## src/logic/nice_cfg.svh

```systemverilog
/* build-time constants of the NICE coprocessor core
   include wherever a width, row length or instruction code is needed */
`ifndef NICE_CFG_SVH
`define NICE_CFG_SVH

`define NICE_XLEN        32
`define NICE_ROW_LEN     3
`define NICE_IDX_W       2
`define NICE_ADDR_STEP   4

`define NICE_OPC_CUSTOM3 7'b1111011

`define NICE_F3_ADD      3'b111
`define NICE_F3_LBUF     3'b010
`define NICE_F3_SBUF     3'b010
`define NICE_F3_ROWSUM   3'b110
`define NICE_F3_CROWBUF  3'b000

`define NICE_F7_ADD      7'b0000000
`define NICE_F7_LBUF     7'b0000001
`define NICE_F7_SBUF     7'b0000010
`define NICE_F7_ROWSUM   7'b0000110
`define NICE_F7_CROWBUF  7'b0000111

`endif

```

## src/logic/nice_isa_pkg.sv

```systemverilog
/* instruction-side types of the NICE core
   used by the decoder, the sequencer and the testbench stimulus */
`include "nice_cfg.svh"

package nice_isa_pkg;

   typedef logic [`NICE_XLEN-1:0] word_t;   // register or data word
   typedef logic [31:0]           inst_t;

   // operation selected by the decoder
   typedef enum logic [2:0] {
      OP_ADD     = 3'd0,
      OP_LBUF    = 3'd1,
      OP_SBUF    = 3'd2,
      OP_ROWSUM  = 3'd3,
      OP_CROWBUF = 3'd4,
      OP_ILLEGAL = 3'd7
   } nice_op_e;

   typedef struct packed {
      nice_op_e op;
      logic     multi;   // answers on the response port
      logic     mem;     // needs memory commands
      word_t    rs1;
      word_t    rs2;
   } req_dec_t;

endpackage

```

## src/logic/nice_icb_pkg.sv

```systemverilog
/* memory bus and internal datapath types of the NICE core
   compile after nice_isa_pkg */
`include "nice_cfg.svh"

package nice_icb_pkg;

   typedef logic [31:0]            addr_t;
   typedef logic [`NICE_IDX_W-1:0] row_idx_t;

   typedef struct packed {
      logic                valid;
      addr_t               addr;
      logic                read;    // low for a store
      nice_isa_pkg::word_t wdata;
   } icb_cmd_t;

   typedef struct packed {
      logic                valid;
      nice_isa_pkg::word_t rdata;
      logic                err;
   } icb_rsp_t;

   // multi-cycle answer to the host
   typedef struct packed {
      logic                valid;
      nice_isa_pkg::word_t rdat;
      logic                err;
   } rsp_t;

   typedef struct packed {
      logic                valid;
      row_idx_t            idx;
      nice_isa_pkg::word_t data;
   } rowbuf_wr_t;

   typedef struct packed {
      logic                valid;
      row_idx_t            idx;
      nice_isa_pkg::word_t data;
   } rowsum_cap_t;

   typedef struct packed {
      logic                valid;
      row_idx_t            idx;
      nice_isa_pkg::word_t data;   // added to the entry
   } rowsum_upd_t;

endpackage

```

## src/logic/nice_req_decode.sv

```systemverilog
/* custom-3 instruction decoder
   classifies the request and answers add, crowbuf and illegal ops in zero cycles */
`include "nice_cfg.svh"

module nice_req_decode (
   input  logic                   i_req_valid,
   input  nice_isa_pkg::inst_t    i_req_inst,
   input  nice_isa_pkg::word_t    i_req_rs1,
   input  nice_isa_pkg::word_t    i_req_rs2,
   input  logic                   i_req_hsk,
   output nice_isa_pkg::req_dec_t o_dec,
   output logic                   o_1cyc_type,
   output nice_isa_pkg::word_t    o_1cyc_rdat,
   output logic                   o_1cyc_err,
   output logic                   o_rowbuf_clr
);

   logic [6:0]             opcode;
   logic [2:0]             func3;
   logic [6:0]             func7;
   nice_isa_pkg::nice_op_e op;
   logic                   is_row_op;
   logic                   is_1cyc;

   assign opcode = i_req_inst[6:0];
   assign func3  = i_req_inst[14:12];
   assign func7  = i_req_inst[31:25];

   always_comb begin
      op = nice_isa_pkg::OP_ILLEGAL;
      if (opcode == `NICE_OPC_CUSTOM3) begin
         case ({func3, func7})
            {`NICE_F3_ADD, `NICE_F7_ADD}:         op = nice_isa_pkg::OP_ADD;
            {`NICE_F3_LBUF, `NICE_F7_LBUF}:       op = nice_isa_pkg::OP_LBUF;
            {`NICE_F3_SBUF, `NICE_F7_SBUF}:       op = nice_isa_pkg::OP_SBUF;
            {`NICE_F3_ROWSUM, `NICE_F7_ROWSUM}:   op = nice_isa_pkg::OP_ROWSUM;
            {`NICE_F3_CROWBUF, `NICE_F7_CROWBUF}: op = nice_isa_pkg::OP_CROWBUF;
            default:                              op = nice_isa_pkg::OP_ILLEGAL;
         endcase
      end
   end

   // every row op goes through memory
   assign is_row_op = (op == nice_isa_pkg::OP_LBUF) || (op == nice_isa_pkg::OP_SBUF) ||
                      (op == nice_isa_pkg::OP_ROWSUM);
   assign is_1cyc   = !is_row_op;   // add, crowbuf and illegal

   assign o_dec = '{op:    op,
                    multi: i_req_valid && is_row_op,
                    mem:   i_req_valid && is_row_op,
                    rs1:   i_req_rs1,
                    rs2:   i_req_rs2};

   assign o_1cyc_type  = i_req_hsk && is_1cyc;
   assign o_1cyc_err   = i_req_hsk && (op == nice_isa_pkg::OP_ILLEGAL);
   assign o_rowbuf_clr = i_req_hsk && (op == nice_isa_pkg::OP_CROWBUF);
   assign o_1cyc_rdat  = (op == nice_isa_pkg::OP_ADD) ? i_req_rs1 + i_req_rs2 : '0;

endmodule

```

## src/logic/nice_mem_seq.sv

```systemverilog
/* memory sequencer for the lbuf, sbuf and rowsum row operations
   issues three commands ahead of their responses and holds the core response until taken */
`include "nice_cfg.svh"

module nice_mem_seq (
   input  logic                        nice_clk,
   input  logic                        i_arst_n,
   input  nice_isa_pkg::req_dec_t      i_dec,
   input  logic                        i_req_valid,
   output logic                        o_req_ready,
   output logic                        o_req_hsk,
   output nice_icb_pkg::icb_cmd_t      o_icb_cmd,
   input  logic                        i_icb_cmd_ready,
   input  nice_icb_pkg::icb_rsp_t      i_icb_rsp,
   input  nice_isa_pkg::word_t         i_store_word,
   output nice_icb_pkg::row_idx_t      o_store_idx,
   output nice_icb_pkg::rowbuf_wr_t    o_rowbuf_wr,
   input  nice_isa_pkg::word_t         i_sum,
   input  logic                        i_sum_done,
   output nice_icb_pkg::rowsum_cap_t   o_cap,
   output nice_icb_pkg::rsp_t          o_rsp,
   input  logic                        i_rsp_ready
);

   typedef enum logic [2:0] {IDLE, LBUF, SBUF, ROWSUM, RESP} seq_state_e;

   localparam nice_icb_pkg::row_idx_t LAST_IDX = nice_icb_pkg::row_idx_t'(`NICE_ROW_LEN - 1);

   seq_state_e             state;
   seq_state_e             state_nxt;
   nice_icb_pkg::row_idx_t cmd_cnt;    // commands taken in this op
   nice_icb_pkg::row_idx_t rsp_cnt;
   nice_icb_pkg::addr_t    addr_acc;   // address of the next command
   logic                   busy;
   logic                   cmd_hsk;
   logic                   rsp_in;
   logic                   rsp_last;
   logic                   rsp_hsk;
   logic                   enter_resp;
   logic                   err_acc;
   logic                   err_nxt;
   nice_isa_pkg::word_t    rsp_rdat;
   logic                   rsp_err;

   assign busy        = (state == LBUF) || (state == SBUF) || (state == ROWSUM);
   // first command leaves together with the request
   assign o_req_ready = (state == IDLE) && (!i_dec.mem || i_icb_cmd_ready);
   assign o_req_hsk   = i_req_valid && o_req_ready;

   assign o_icb_cmd = '{valid: ((state == IDLE) && i_dec.mem) ||
                               (busy && (cmd_cnt < `NICE_ROW_LEN)),
                        addr:  (state == IDLE) ? i_dec.rs1 : addr_acc,
                        read:  (state == IDLE) ? (i_dec.op != nice_isa_pkg::OP_SBUF)
                                               : (state != SBUF),
                        wdata: i_store_word};
   assign o_store_idx = cmd_cnt;   // zero while idle
   assign cmd_hsk     = o_icb_cmd.valid && i_icb_cmd_ready;

   assign rsp_in   = i_icb_rsp.valid && busy;
   assign rsp_last = rsp_in && (rsp_cnt == LAST_IDX);
   assign err_nxt  = err_acc || (rsp_in && i_icb_rsp.err);

   assign o_rowbuf_wr = '{valid: rsp_in && (state == LBUF), idx: rsp_cnt,
                          data: i_icb_rsp.rdata};
   assign o_cap       = '{valid: rsp_in && (state == ROWSUM), idx: rsp_cnt,
                          data: i_icb_rsp.rdata};

   assign o_rsp      = '{valid: state == RESP, rdat: rsp_rdat, err: rsp_err};
   assign rsp_hsk    = o_rsp.valid && i_rsp_ready;
   assign enter_resp = busy && (state_nxt == RESP);

   always_comb begin
      state_nxt = state;
      case (state)
         IDLE: begin
            if (o_req_hsk && i_dec.multi) begin
               case (i_dec.op)
                  nice_isa_pkg::OP_LBUF: state_nxt = LBUF;
                  nice_isa_pkg::OP_SBUF: state_nxt = SBUF;
                  default:               state_nxt = ROWSUM;
               endcase
            end
         end
         LBUF, SBUF: begin
            if (rsp_last) state_nxt = RESP;
         end
         ROWSUM: begin
            if (i_sum_done) state_nxt = RESP;   // accumulator lags the last response
         end
         default: begin
            if (rsp_hsk) state_nxt = IDLE;
         end
      endcase
   end

   always_ff @(posedge nice_clk or negedge i_arst_n) begin
      if (!i_arst_n) begin
         state   <= IDLE;
         cmd_cnt <= '0;
         rsp_cnt <= '0;
         err_acc <= 1'b0;
      end else begin
         state <= state_nxt;
         if (o_req_hsk) begin
            cmd_cnt <= nice_icb_pkg::row_idx_t'(i_dec.mem);
            rsp_cnt <= '0;
            err_acc <= 1'b0;
         end else begin
            if (busy && cmd_hsk) cmd_cnt <= cmd_cnt + 1'b1;
            else if (state == RESP) cmd_cnt <= '0;
            if (rsp_in) begin
               rsp_cnt <= rsp_cnt + 1'b1;
               err_acc <= err_nxt;
            end
         end
      end
   end

   always_ff @(posedge nice_clk) begin
      if (o_req_hsk) addr_acc <= i_dec.rs1 + nice_icb_pkg::addr_t'(`NICE_ADDR_STEP);
      else if (busy && cmd_hsk) addr_acc <= addr_acc + nice_icb_pkg::addr_t'(`NICE_ADDR_STEP);
      if (enter_resp) begin
         rsp_rdat <= (state == ROWSUM) ? i_sum : '0;
         rsp_err  <= err_nxt;
      end
   end

   a_idle_cmd: assert property (@(posedge nice_clk) disable iff (!i_arst_n)
      (state == IDLE && o_icb_cmd.valid) |->
         (i_req_valid && (i_dec.op inside {nice_isa_pkg::OP_LBUF, nice_isa_pkg::OP_SBUF,
                                           nice_isa_pkg::OP_ROWSUM})));

   // after the last command of an op nothing more goes out until idle
   a_cmd_limit: assert property (@(posedge nice_clk) disable iff (!i_arst_n)
      (busy && cmd_hsk && cmd_cnt == LAST_IDX) |=> (!o_icb_cmd.valid until (state == IDLE)));

endmodule

```

## src/logic/nice_rowsum_acc.sv

```systemverilog
/* rowsum accumulator
   buffers each read word, sums the row and forwards the word as a row-buffer update */
`include "nice_cfg.svh"

module nice_rowsum_acc (
   input  logic                      nice_clk,
   input  logic                      i_arst_n,
   input  nice_icb_pkg::rowsum_cap_t i_cap,
   output nice_icb_pkg::rowsum_upd_t o_upd,
   output nice_isa_pkg::word_t       o_sum,
   output logic                      o_sum_done
);

   localparam nice_icb_pkg::row_idx_t LAST_IDX = nice_icb_pkg::row_idx_t'(`NICE_ROW_LEN - 1);

   logic                   buf_vld;
   nice_icb_pkg::row_idx_t buf_idx;
   nice_isa_pkg::word_t    buf_data;   // received word
   nice_isa_pkg::word_t    acc_q;
   logic                   done_q;

   always_ff @(posedge nice_clk or negedge i_arst_n) begin
      if (!i_arst_n) begin
         buf_vld <= 1'b0;
         done_q  <= 1'b0;
      end else begin
         buf_vld <= i_cap.valid;
         done_q  <= buf_vld && (buf_idx == LAST_IDX);   // sum final on the same edge
      end
   end

   always_ff @(posedge nice_clk) begin
      if (i_cap.valid) begin
         buf_idx  <= i_cap.idx;
         buf_data <= i_cap.data;
      end
      // first word of a row restarts the sum
      if (buf_vld) begin
         acc_q <= (buf_idx == '0) ? buf_data : acc_q + buf_data;
      end
   end

   assign o_upd      = '{valid: buf_vld, idx: buf_idx, data: buf_data};
   assign o_sum      = acc_q;
   assign o_sum_done = done_q;

   a_cap_idx: assert property (@(posedge nice_clk) disable iff (!i_arst_n)
      i_cap.valid |-> (i_cap.idx < `NICE_ROW_LEN));

endmodule

```

## src/logic/nice_row_buffer.sv

```systemverilog
/* row buffer of NICE_ROW_LEN words
   loaded by lbuf, added to by rowsum, cleared by crowbuf, read by sbuf */
`include "nice_cfg.svh"

module nice_row_buffer (
   input  logic                      nice_clk,
   input  logic                      i_arst_n,
   input  nice_icb_pkg::rowbuf_wr_t  i_wr,
   input  nice_icb_pkg::rowsum_upd_t i_upd,
   input  logic                      i_clr,
   input  nice_icb_pkg::row_idx_t    i_rd_idx,
   output nice_isa_pkg::word_t       o_rd_word
);

   nice_isa_pkg::word_t rows [`NICE_ROW_LEN];

   always_ff @(posedge nice_clk or negedge i_arst_n) begin
      if (!i_arst_n) begin
         for (int i = 0; i < `NICE_ROW_LEN; i++) begin
            rows[i] <= '0;
         end
      end else if (i_clr) begin
         for (int i = 0; i < `NICE_ROW_LEN; i++) begin
            rows[i] <= '0;
         end
      end else begin
         for (int i = 0; i < `NICE_ROW_LEN; i++) begin
            if (i_wr.valid && (i_wr.idx == i)) begin
               rows[i] <= i_wr.data;
            end else if (i_upd.valid && (i_upd.idx == i)) begin
               rows[i] <= rows[i] + i_upd.data;   // rowsum keeps the row plus the read word
            end
         end
      end
   end

   // index runs one past the row once the last store command is out
   assign o_rd_word = (i_rd_idx < `NICE_ROW_LEN) ? rows[i_rd_idx] : '0;

   // lbuf and rowsum never overlap in time
   a_wr_upd_excl: assert property (@(posedge nice_clk) disable iff (!i_arst_n)
      !(i_wr.valid && i_upd.valid));

endmodule

```

## src/logic/nice_core.sv

```systemverilog
/* NICE coprocessor top level
   connect the request, single-cycle result, memory and response ports to the host */

module nice_core (
   input  logic                   nice_clk,
   input  logic                   i_arst_n,
   input  logic                   i_req_valid,
   output logic                   o_req_ready,
   input  nice_isa_pkg::inst_t    i_req_inst,
   input  nice_isa_pkg::word_t    i_req_rs1,
   input  nice_isa_pkg::word_t    i_req_rs2,
   output logic                   o_1cyc_type,
   output nice_isa_pkg::word_t    o_1cyc_rdat,
   output logic                   o_1cyc_err,
   output nice_icb_pkg::icb_cmd_t o_icb_cmd,
   input  logic                   i_icb_cmd_ready,
   input  nice_icb_pkg::icb_rsp_t i_icb_rsp,
   output nice_icb_pkg::rsp_t     o_rsp,
   input  logic                   i_rsp_ready
);

   nice_isa_pkg::req_dec_t    dec;
   logic                      req_hsk;
   logic                      rowbuf_clr;
   nice_isa_pkg::word_t       store_word;
   nice_icb_pkg::row_idx_t    store_idx;
   nice_icb_pkg::rowbuf_wr_t  rowbuf_wr;
   nice_icb_pkg::rowsum_cap_t cap;
   nice_icb_pkg::rowsum_upd_t upd;
   nice_isa_pkg::word_t       sum;
   logic                      sum_done;

   nice_req_decode u_req_decode (
      .i_req_valid  (i_req_valid),
      .i_req_inst   (i_req_inst),
      .i_req_rs1    (i_req_rs1),
      .i_req_rs2    (i_req_rs2),
      .i_req_hsk    (req_hsk),
      .o_dec        (dec),
      .o_1cyc_type  (o_1cyc_type),
      .o_1cyc_rdat  (o_1cyc_rdat),
      .o_1cyc_err   (o_1cyc_err),
      .o_rowbuf_clr (rowbuf_clr)
   );

   nice_mem_seq u_mem_seq (
      .nice_clk        (nice_clk),
      .i_arst_n        (i_arst_n),
      .i_dec           (dec),
      .i_req_valid     (i_req_valid),
      .o_req_ready     (o_req_ready),
      .o_req_hsk       (req_hsk),
      .o_icb_cmd       (o_icb_cmd),
      .i_icb_cmd_ready (i_icb_cmd_ready),
      .i_icb_rsp       (i_icb_rsp),
      .i_store_word    (store_word),
      .o_store_idx     (store_idx),
      .o_rowbuf_wr     (rowbuf_wr),
      .i_sum           (sum),
      .i_sum_done      (sum_done),
      .o_cap           (cap),
      .o_rsp           (o_rsp),
      .i_rsp_ready     (i_rsp_ready)
   );

   nice_rowsum_acc u_rowsum_acc (
      .nice_clk   (nice_clk),
      .i_arst_n   (i_arst_n),
      .i_cap      (cap),
      .o_upd      (upd),
      .o_sum      (sum),
      .o_sum_done (sum_done)
   );

   nice_row_buffer u_row_buffer (
      .nice_clk  (nice_clk),
      .i_arst_n  (i_arst_n),
      .i_wr      (rowbuf_wr),
      .i_upd     (upd),
      .i_clr     (rowbuf_clr),
      .i_rd_idx  (store_idx),
      .o_rd_word (store_word)
   );

endmodule

```

## config.mk

```make
export PLATFORM = sky130hd
export DESIGN_NAME = nice_core
export DESIGN_NICKNAME = d
export VERILOG_FILES = /design/src/logic/nice_isa_pkg.sv /design/src/logic/nice_icb_pkg.sv /design/src/logic/nice_req_decode.sv /design/src/logic/nice_mem_seq.sv /design/src/logic/nice_rowsum_acc.sv /design/src/logic/nice_row_buffer.sv /design/src/logic/nice_core.sv
export VERILOG_INCLUDE_DIRS = /design/src /design/src/logic
export SDC_FILE = /design/constraint.sdc
export NUM_CORES = 1
export LEC_CHECK = 0
export ABC_AREA = 1
export BUFFER_PORTS_ARGS = -buffer_cell sky130_fd_sc_hd__buf_4
export CAP_MARGIN = 5
export CORE_MARGIN = 2
export CORE_UTILIZATION = 51
export CTS_BUF_LIST = sky130_fd_sc_hd__clkbuf_4 sky130_fd_sc_hd__clkbuf_8
export CTS_CLUSTER_SIZE = 25
export DETAILED_ROUTE_END_ITERATION = 16
export GPL_TIMING_DRIVEN = 1
export PLACE_DENSITY = 0.72
export SETUP_SLACK_MARGIN = 0.02
export SYNTH_ARGS = -nofsm -noshare
export SYNTH_HDL_FRONTEND = slang
export SYNTH_SLANG_ARGS = --single-unit
```

## constraint.sdc

```tcl
create_clock -name nice_clk -period 3.95 [get_ports nice_clk]
set_input_delay 0.1975 -clock nice_clk [delete_from_list [all_inputs] [get_ports nice_clk]]
set_output_delay 0.1975 -clock nice_clk [all_outputs]
set_load 0.02 [all_outputs]
```

Word-level counts from Yosys, hierarchy flattened:

Index checks and enable logic that the tools add are counted.

* register bits after elaboration: 237
* input bits: 135
* output and inout bits: 135
* logic and storage cells: 125

* add/subtract/negate cells: 9
* $lt $le $gt $ge: 2
* equality and inequality tests: 22
* muxes and demuxes: 32
* bitwise logic cells: 1
* reduce and logical (&&, ||, !) cells: 44

Operators with widths (number)
* 32-bit two-way mux: 14
* 32-bit adder: 5
* 96-bit two-way mux: 1
* 32-bit by 3-bit adder with 32-bit output (second input constant): 2
* 32-bit binary-select mux with 2-bit select: 1
* 1-bit logical AND: 24
* 10-bit == test (second input constant): 2
* 10-bit by 9-bit == test with 1-bit output (second input constant): 2
* 3-bit two-way mux: 5
* 3-bit one-hot mux with 5 select lines: 1
* 3-bit by 2-bit == test with 1-bit output (second input constant): 4
* 3-bit == test (second input constant): 4
* 3-bit nonzero test: 4
* 10-bit by 3-bit == test with 1-bit output (second input constant): 1
* 2-bit two-way mux: 5
* 3-bit one-hot mux with 3 select lines: 1
* 7-bit == test (second input constant): 1
* 1-bit logical OR: 7
* 3-bit by 1-bit == test with 1-bit output (second input constant): 2
* 3-bit zero test: 2
* 3-bit by 2-bit inequality test with 1-bit output (second input constant): 2
* 2-bit by 1-bit adder with 2-bit output (second input constant): 2
* 2-bit by 1-bit == test with 1-bit output (second input constant): 2
* 2-bit == test (second input constant): 2
* other kinds (9): 14

Depth between registers and ports, before layout:

* depth in word-level cells: 16
* depth in mapped cells: 20
* mapped depth without buffers: 19

Cells and area by module:

From an unflattened synthesis, not the netlist that was laid out.

* cells, all modules: 4327
* area, all modules: 26161.3 um2

Modules (own cells, without submodules)
* nice_row_buffer: instances 1, cells each 2259, area an instance 12355.6 um2, seq. area each 2402.3 um2
* nice_mem_seq: instances 1, cells each 747, area an instance 5610.4 um2, seq. area each 2152.1 um2
* nice_rowsum_acc: instances 1, cells each 662, area an instance 4823.4 um2, seq. area each 2031.9 um2
* nice_req_decode: instances 1, cells each 659, area an instance 3372.0 um2, seq. area each 0.0 um2

Least setup slack after synthesis:

OpenSTA, ideal clock, no wires.

* path kind: reg-to-reg
* from: reg u_mem_seq.state[1]
* to: reg u_mem_seq.cmd_cnt[0] (netlist: u_mem_seq.o_store_idx[0])
* setup time: 0.127 ns
* data arrival time: 2.874 ns
* required time: 3.823 ns
* path slack: 0.949 ns
* cell stages (with the launch flop): 12
* buffers on the path: 2
* cell sequence: dfrtp_1 > nor2_1 > inv_1 > nor2_1 > buf_2 > buf_2 > nand3_1 > o21ai_0 > nand3_1 > nand2_1 > nor3_1 > or2_2

RTL lines
* from (decl): line nice_mem_seq.sv:29 `seq_state_e state;`
* from (signal assigned): line nice_mem_seq.sv:103 `state <= state_nxt;`
* to (signal assigned): line nice_mem_seq.sv:105 `cmd_cnt <= nice_icb_pkg::row_idx_t'(i_dec.mem);`
* to (signal assigned): line nice_mem_seq.sv:109 `if (busy && cmd_hsk) cmd_cnt <= cmd_cnt + 1'b1;`
* to (decl): line nice_mem_seq.sv:31 `nice_icb_pkg::row_idx_t cmd_cnt;`

Final worst setup path:

* from: in i_req_rs1[0]
* to: out o_1cyc_rdat[22]

* longest elaborated chain between the ends: 2

RTL lines
* from (decl): line nice_core.sv:10 `input nice_isa_pkg::word_t i_req_rs1,`
* 32-bit adder: line nice_req_decode.sv:57 `assign o_1cyc_rdat = (op == nice_isa_pkg::OP_ADD) ? i_req_rs1 + i_req_rs2 : '0;`
* 32-bit two-way mux: line nice_req_decode.sv:57
* to (decl): line nice_core.sv:13 `output nice_isa_pkg::word_t o_1cyc_rdat,`

Every way passes these cells.

==> flow_metrics.env <==
export IMPL_regArea_um2=6586
export IMPL_maxCapViolCount=0
export IMPL_grt_pass1_vias=21150
export IMPL_grt_util_all_layers=0.3435
export IMPL_dr_first_iter_drc_count=2063
export IMPL_crit_end="o_1cyc_rdat[22]"
export IMPL_synthesis_instances=3025
export IMPL_tns_ps=0
export IMPL_layout_commonest_cell="nand2_1"
export IMPL_syn_nets=3325
export IMPL_antenna_left=0
export IMPL_synthMuxAreaShare=0.01838
export IMPL_hold_class="input port to register"
export IMPL_max_slew_margin_rel=0.2221
export IMPL_portBuffers=254
export IMPL_n_antenna_cell=0
export IMPL_yosys_area_share_xor_xnor=0.03340
export IMPL_ys_types=56
export IMPL_r2r_slack_ps=520
export IMPL_fin_nets=3611
export IMPL_fillCellCount=3823
export IMPL_r2r_end="u_row_buffer.rows[61]"
export IMPL_clkLatencyLatePin_ps=630
export IMPL_clock_sinks=237
export IMPL_startpoint_type="input port"
export IMPL_setup_viol=0
export IMPL_syn_to_final_growth_pct=18.10
export IMPL_viasPerCell=5.796
export IMPL_finalInstanceArea_um2=25080
export IMPL_multi_input_area_um2=12860
export IMPL_fp_dieH_um=208.1
export IMPL_fin_crit_sh=0.9304
export IMPL_worstPathArrival_ps=3480
export IMPL_crit_path_start="i_req_rs1[0]"
export IMPL_grt_max_degree=73
export IMPL_leakagePower_nw=12.32
export IMPL_grt_pass1_wl_mm=117.4
export IMPL_vias=22490
export IMPL_boundaryPins=270
export IMPL_power_density_nw_per_um2=654.4
export IMPL_drv_slew=0
export IMPL_rsz0062_at_grt="false"
export IMPL_ys_warn_count=0
export IMPL_timing_rr_start="u_mem_seq.state[1]"
export IMPL_place_ws_ps=527.5
export IMPL_reg2regPathDepth=11
export IMPL_async_reset_ff_frac=0.4473
export IMPL_rows=74
export IMPL_synthSimpleGateAreaFrac=0.2613
export IMPL_coreArea_um2=40920
export IMPL_ys_flop_type="edfxtp_1"
export IMPL_firstDrtPassIters=5
export IMPL_die_area_um2=43290
export IMPL_place_congestion=1.019
export IMPL_dp_hpwl_mm=60.82
export IMPL_wl_mm=76.59
export IMPL_max_freq_mhz=272.1
export IMPL_path_class="input port to output port"
export IMPL_fp_dieW_um=208.1
export IMPL_clockBufferDepth=3
export IMPL_cts_buffers=45
export IMPL_synth_compound_area_frac=0.1920
export IMPL_tightest_slew_ps=1164
export IMPL_critPathRequiredTime_ps=3750
export IMPL_antenna_found_initial=0
export IMPL_wl_per_cell_um=19.74
export IMPL_synthesis_area_um2=21240
export IMPL_fin_skew_ps=51.74
export IMPL_synth_top_family_by_area="simple AND/OR/NAND/NOR gates"
export IMPL_status="completed"
export IMPL_root_buffer="clkbuf_8"
export IMPL_grt_overflow=0
export IMPL_ys_seq_area_frac=0.3101
export IMPL_ir_drop_mv=0.4843
export IMPL_finalHoldViolCount=0
export IMPL_htree_levels=2
export IMPL_worstPathMaxFanout=4
export IMPL_synth_adder_area_share=0.09897
export IMPL_syn_avg_cell_area_um2=7.021
export IMPL_start_util=0.5190
export IMPL_final_cell_mix="nand2_1, inv_1, a21oi_1, buf_4, nor2_1"
export IMPL_synth_seq_cells=237
export IMPL_path_clk_slew_ps=70
export IMPL_drive_gt1_frac=0.1350
export IMPL_placed_area_um2=23730
export IMPL_endpoint_kind="output port"
export IMPL_period_needed_ps=3675
export IMPL_synth_edf_count=131
export IMPL_drc=0
export IMPL_power_mw=16.41
export IMPL_cts_tree="done"
export IMPL_worst_slack_ps=274.8
==> where the power goes <==
part	internal [mW]	total [mW]	leakage [nW]	switching, mW
sequential	3.43	4.00	2.53	0.568
combinational	3.53	9.78	9.29	6.25
clock	1.48	2.63	0.505	1.15
==> per-layer routing <==
| metal | vias to the layer above | track usage | wire [um] |
|---|---|---|---|
| li1 | 10850 | - | - |
| met1 | 10510 | 0.4923 | 34180 |
| met2 | 998 | 0.5256 | 32660 |
| met3 | 121 | 0.06792 | 7827 |
| met4 | 0 | 0.09880 | 1923 |
| met5 | - | 0 | 0 |
==> per-stage QoR <==
step	utilization	hold WS (ps)	std cells
3_5_place_dp	0.5797	364.8	3757
5_1_grt	0.6129	132.4	3880
4_1_cts	0.6129	74.65	3880
3_3_place_gp	0.5797	364.2	3757
2_1_floorplan	-	-98.09	3025
6_report	0.6129	104.3	3880
==> Yosys cell counts (4+ instances only) <==
master / n / share of area
nor2_2: 9 / 0.0027
o221ai_1: 9 / 0.0037
dfrtp_1: 106 / 0.12
nor4_1: 7 / 0.0021
xor2_1: 60 / 0.025
a22oi_1: 6 / 0.0021
o21bai_1: 12 / 0.0042
o22ai_1: 29 / 0.0085
a221oi_1: 9 / 0.0037
buf_2: 13 / 0.0031
nand3_2: 5 / 0.0024
a21oi_1: 288 / 0.068
or2_2: 33 / 0.0097
inv_1: 366 / 0.065
o21ai_0: 255 / 0.060
nand4_1: 73 / 0.022
o211ai_1: 15 / 0.0053
xnor2_1: 21 / 0.0087
ha_1: 160 / 0.094
a21o_1: 17 / 0.0060
nand3_1: 103 / 0.024
inv_2: 13 / 0.0023
nor3_1: 28 / 0.0066
fa_1: 5 / 0.0047
nor2_1: 282 / 0.050
edfxtp_1: 131 / 0.19
a31oi_1: 34 / 0.010
nand2_1: 736 / 0.13
mux2i_1: 39 / 0.018
nor3b_1: 4 / 0.0014
o31ai_1: 13 / 0.0046
buf_4: 4 / 0.0014
a21boi_0: 13 / 0.0046
clkbuf_1: 59 / 0.010
o21a_1: 19 / 0.0067
nand2_2: 8 / 0.0024
buf_1: 10 / 0.0018
==> sequential cells by signal, indices dropped and copies added, names as in the netlist <==
signal / cells
u_mem_seq.rsp_err: 1
u_mem_seq.o_store_idx: 2
u_mem_seq.state: 3
u_mem_seq.rsp_cnt: 2
u_rowsum_acc.o_sum_done: 1
u_mem_seq.err_acc: 1
u_mem_seq.rsp_rdat: 32
u_mem_seq.addr_acc: 32
u_rowsum_acc.buf_vld: 1
u_rowsum_acc.buf_idx: 2
u_rowsum_acc.buf_data: 32
u_rowsum_acc.o_sum: 32
u_row_buffer.rows: 96
==> what timing repair did <==
item,in CTS,in global routing
hold buffers,39,0
gates resized for setup,0,1
hold endpoints to repair,193,0
endpoints found under the setup margin,0,1
setup buffers,0,0
==> how the worst min path moves through the flow <==
stage,start,end,depth (start not counted)
global placement,i_arst_n,u_row_buffer.rows[2],1
CTS,i_req_rs1[2],u_mem_seq.addr_acc[2],4
global route,i_req_rs1[2],u_mem_seq.addr_acc[2],4
floorplan,i_arst_n,u_mem_seq.err_acc,0
finish,i_req_rs1[2],u_mem_seq.addr_acc[2],4
detailed placement,i_arst_n,u_row_buffer.rows[2],1
==> critical path, stage by stage <==
cell and delay (ps):
dlygate4sd3_1 540, buf_4 160, ha_1 220, fa_1 450
a21oi_1 250, o21ai_0 290, a21oi_1 270, o21ai_0 100
buf_4 170, a21boi_0 280, o21ai_0 170, nand2_1 80
nand2_1 50, nor2_1 90, buf_4 150
==> cell type report <==
cell class              instances  area share
repair buffers                328      0.1026
clock inverters                16    0.005437
inverters                     382     0.05717
well taps                     532     0.02654
flip-flops and latches        237      0.2626
clock buffers                  68     0.03307
multi-input cells            2317      0.5126
==> cell families (layout without fill, tap and decap cells) <==
family | count (synthesis) | after routing
DFF | 237 | 237
AOI/OAI and AO/OA | 731 | 731
and+or+nand+nor | 1301 | 1301
buffers and inverters | 471 | 794
xor gates and xnor gates | 81 | 81
adders and majority gates | 165 | 165
muxes | 39 | 39
(Power assumes the default switching activity.)
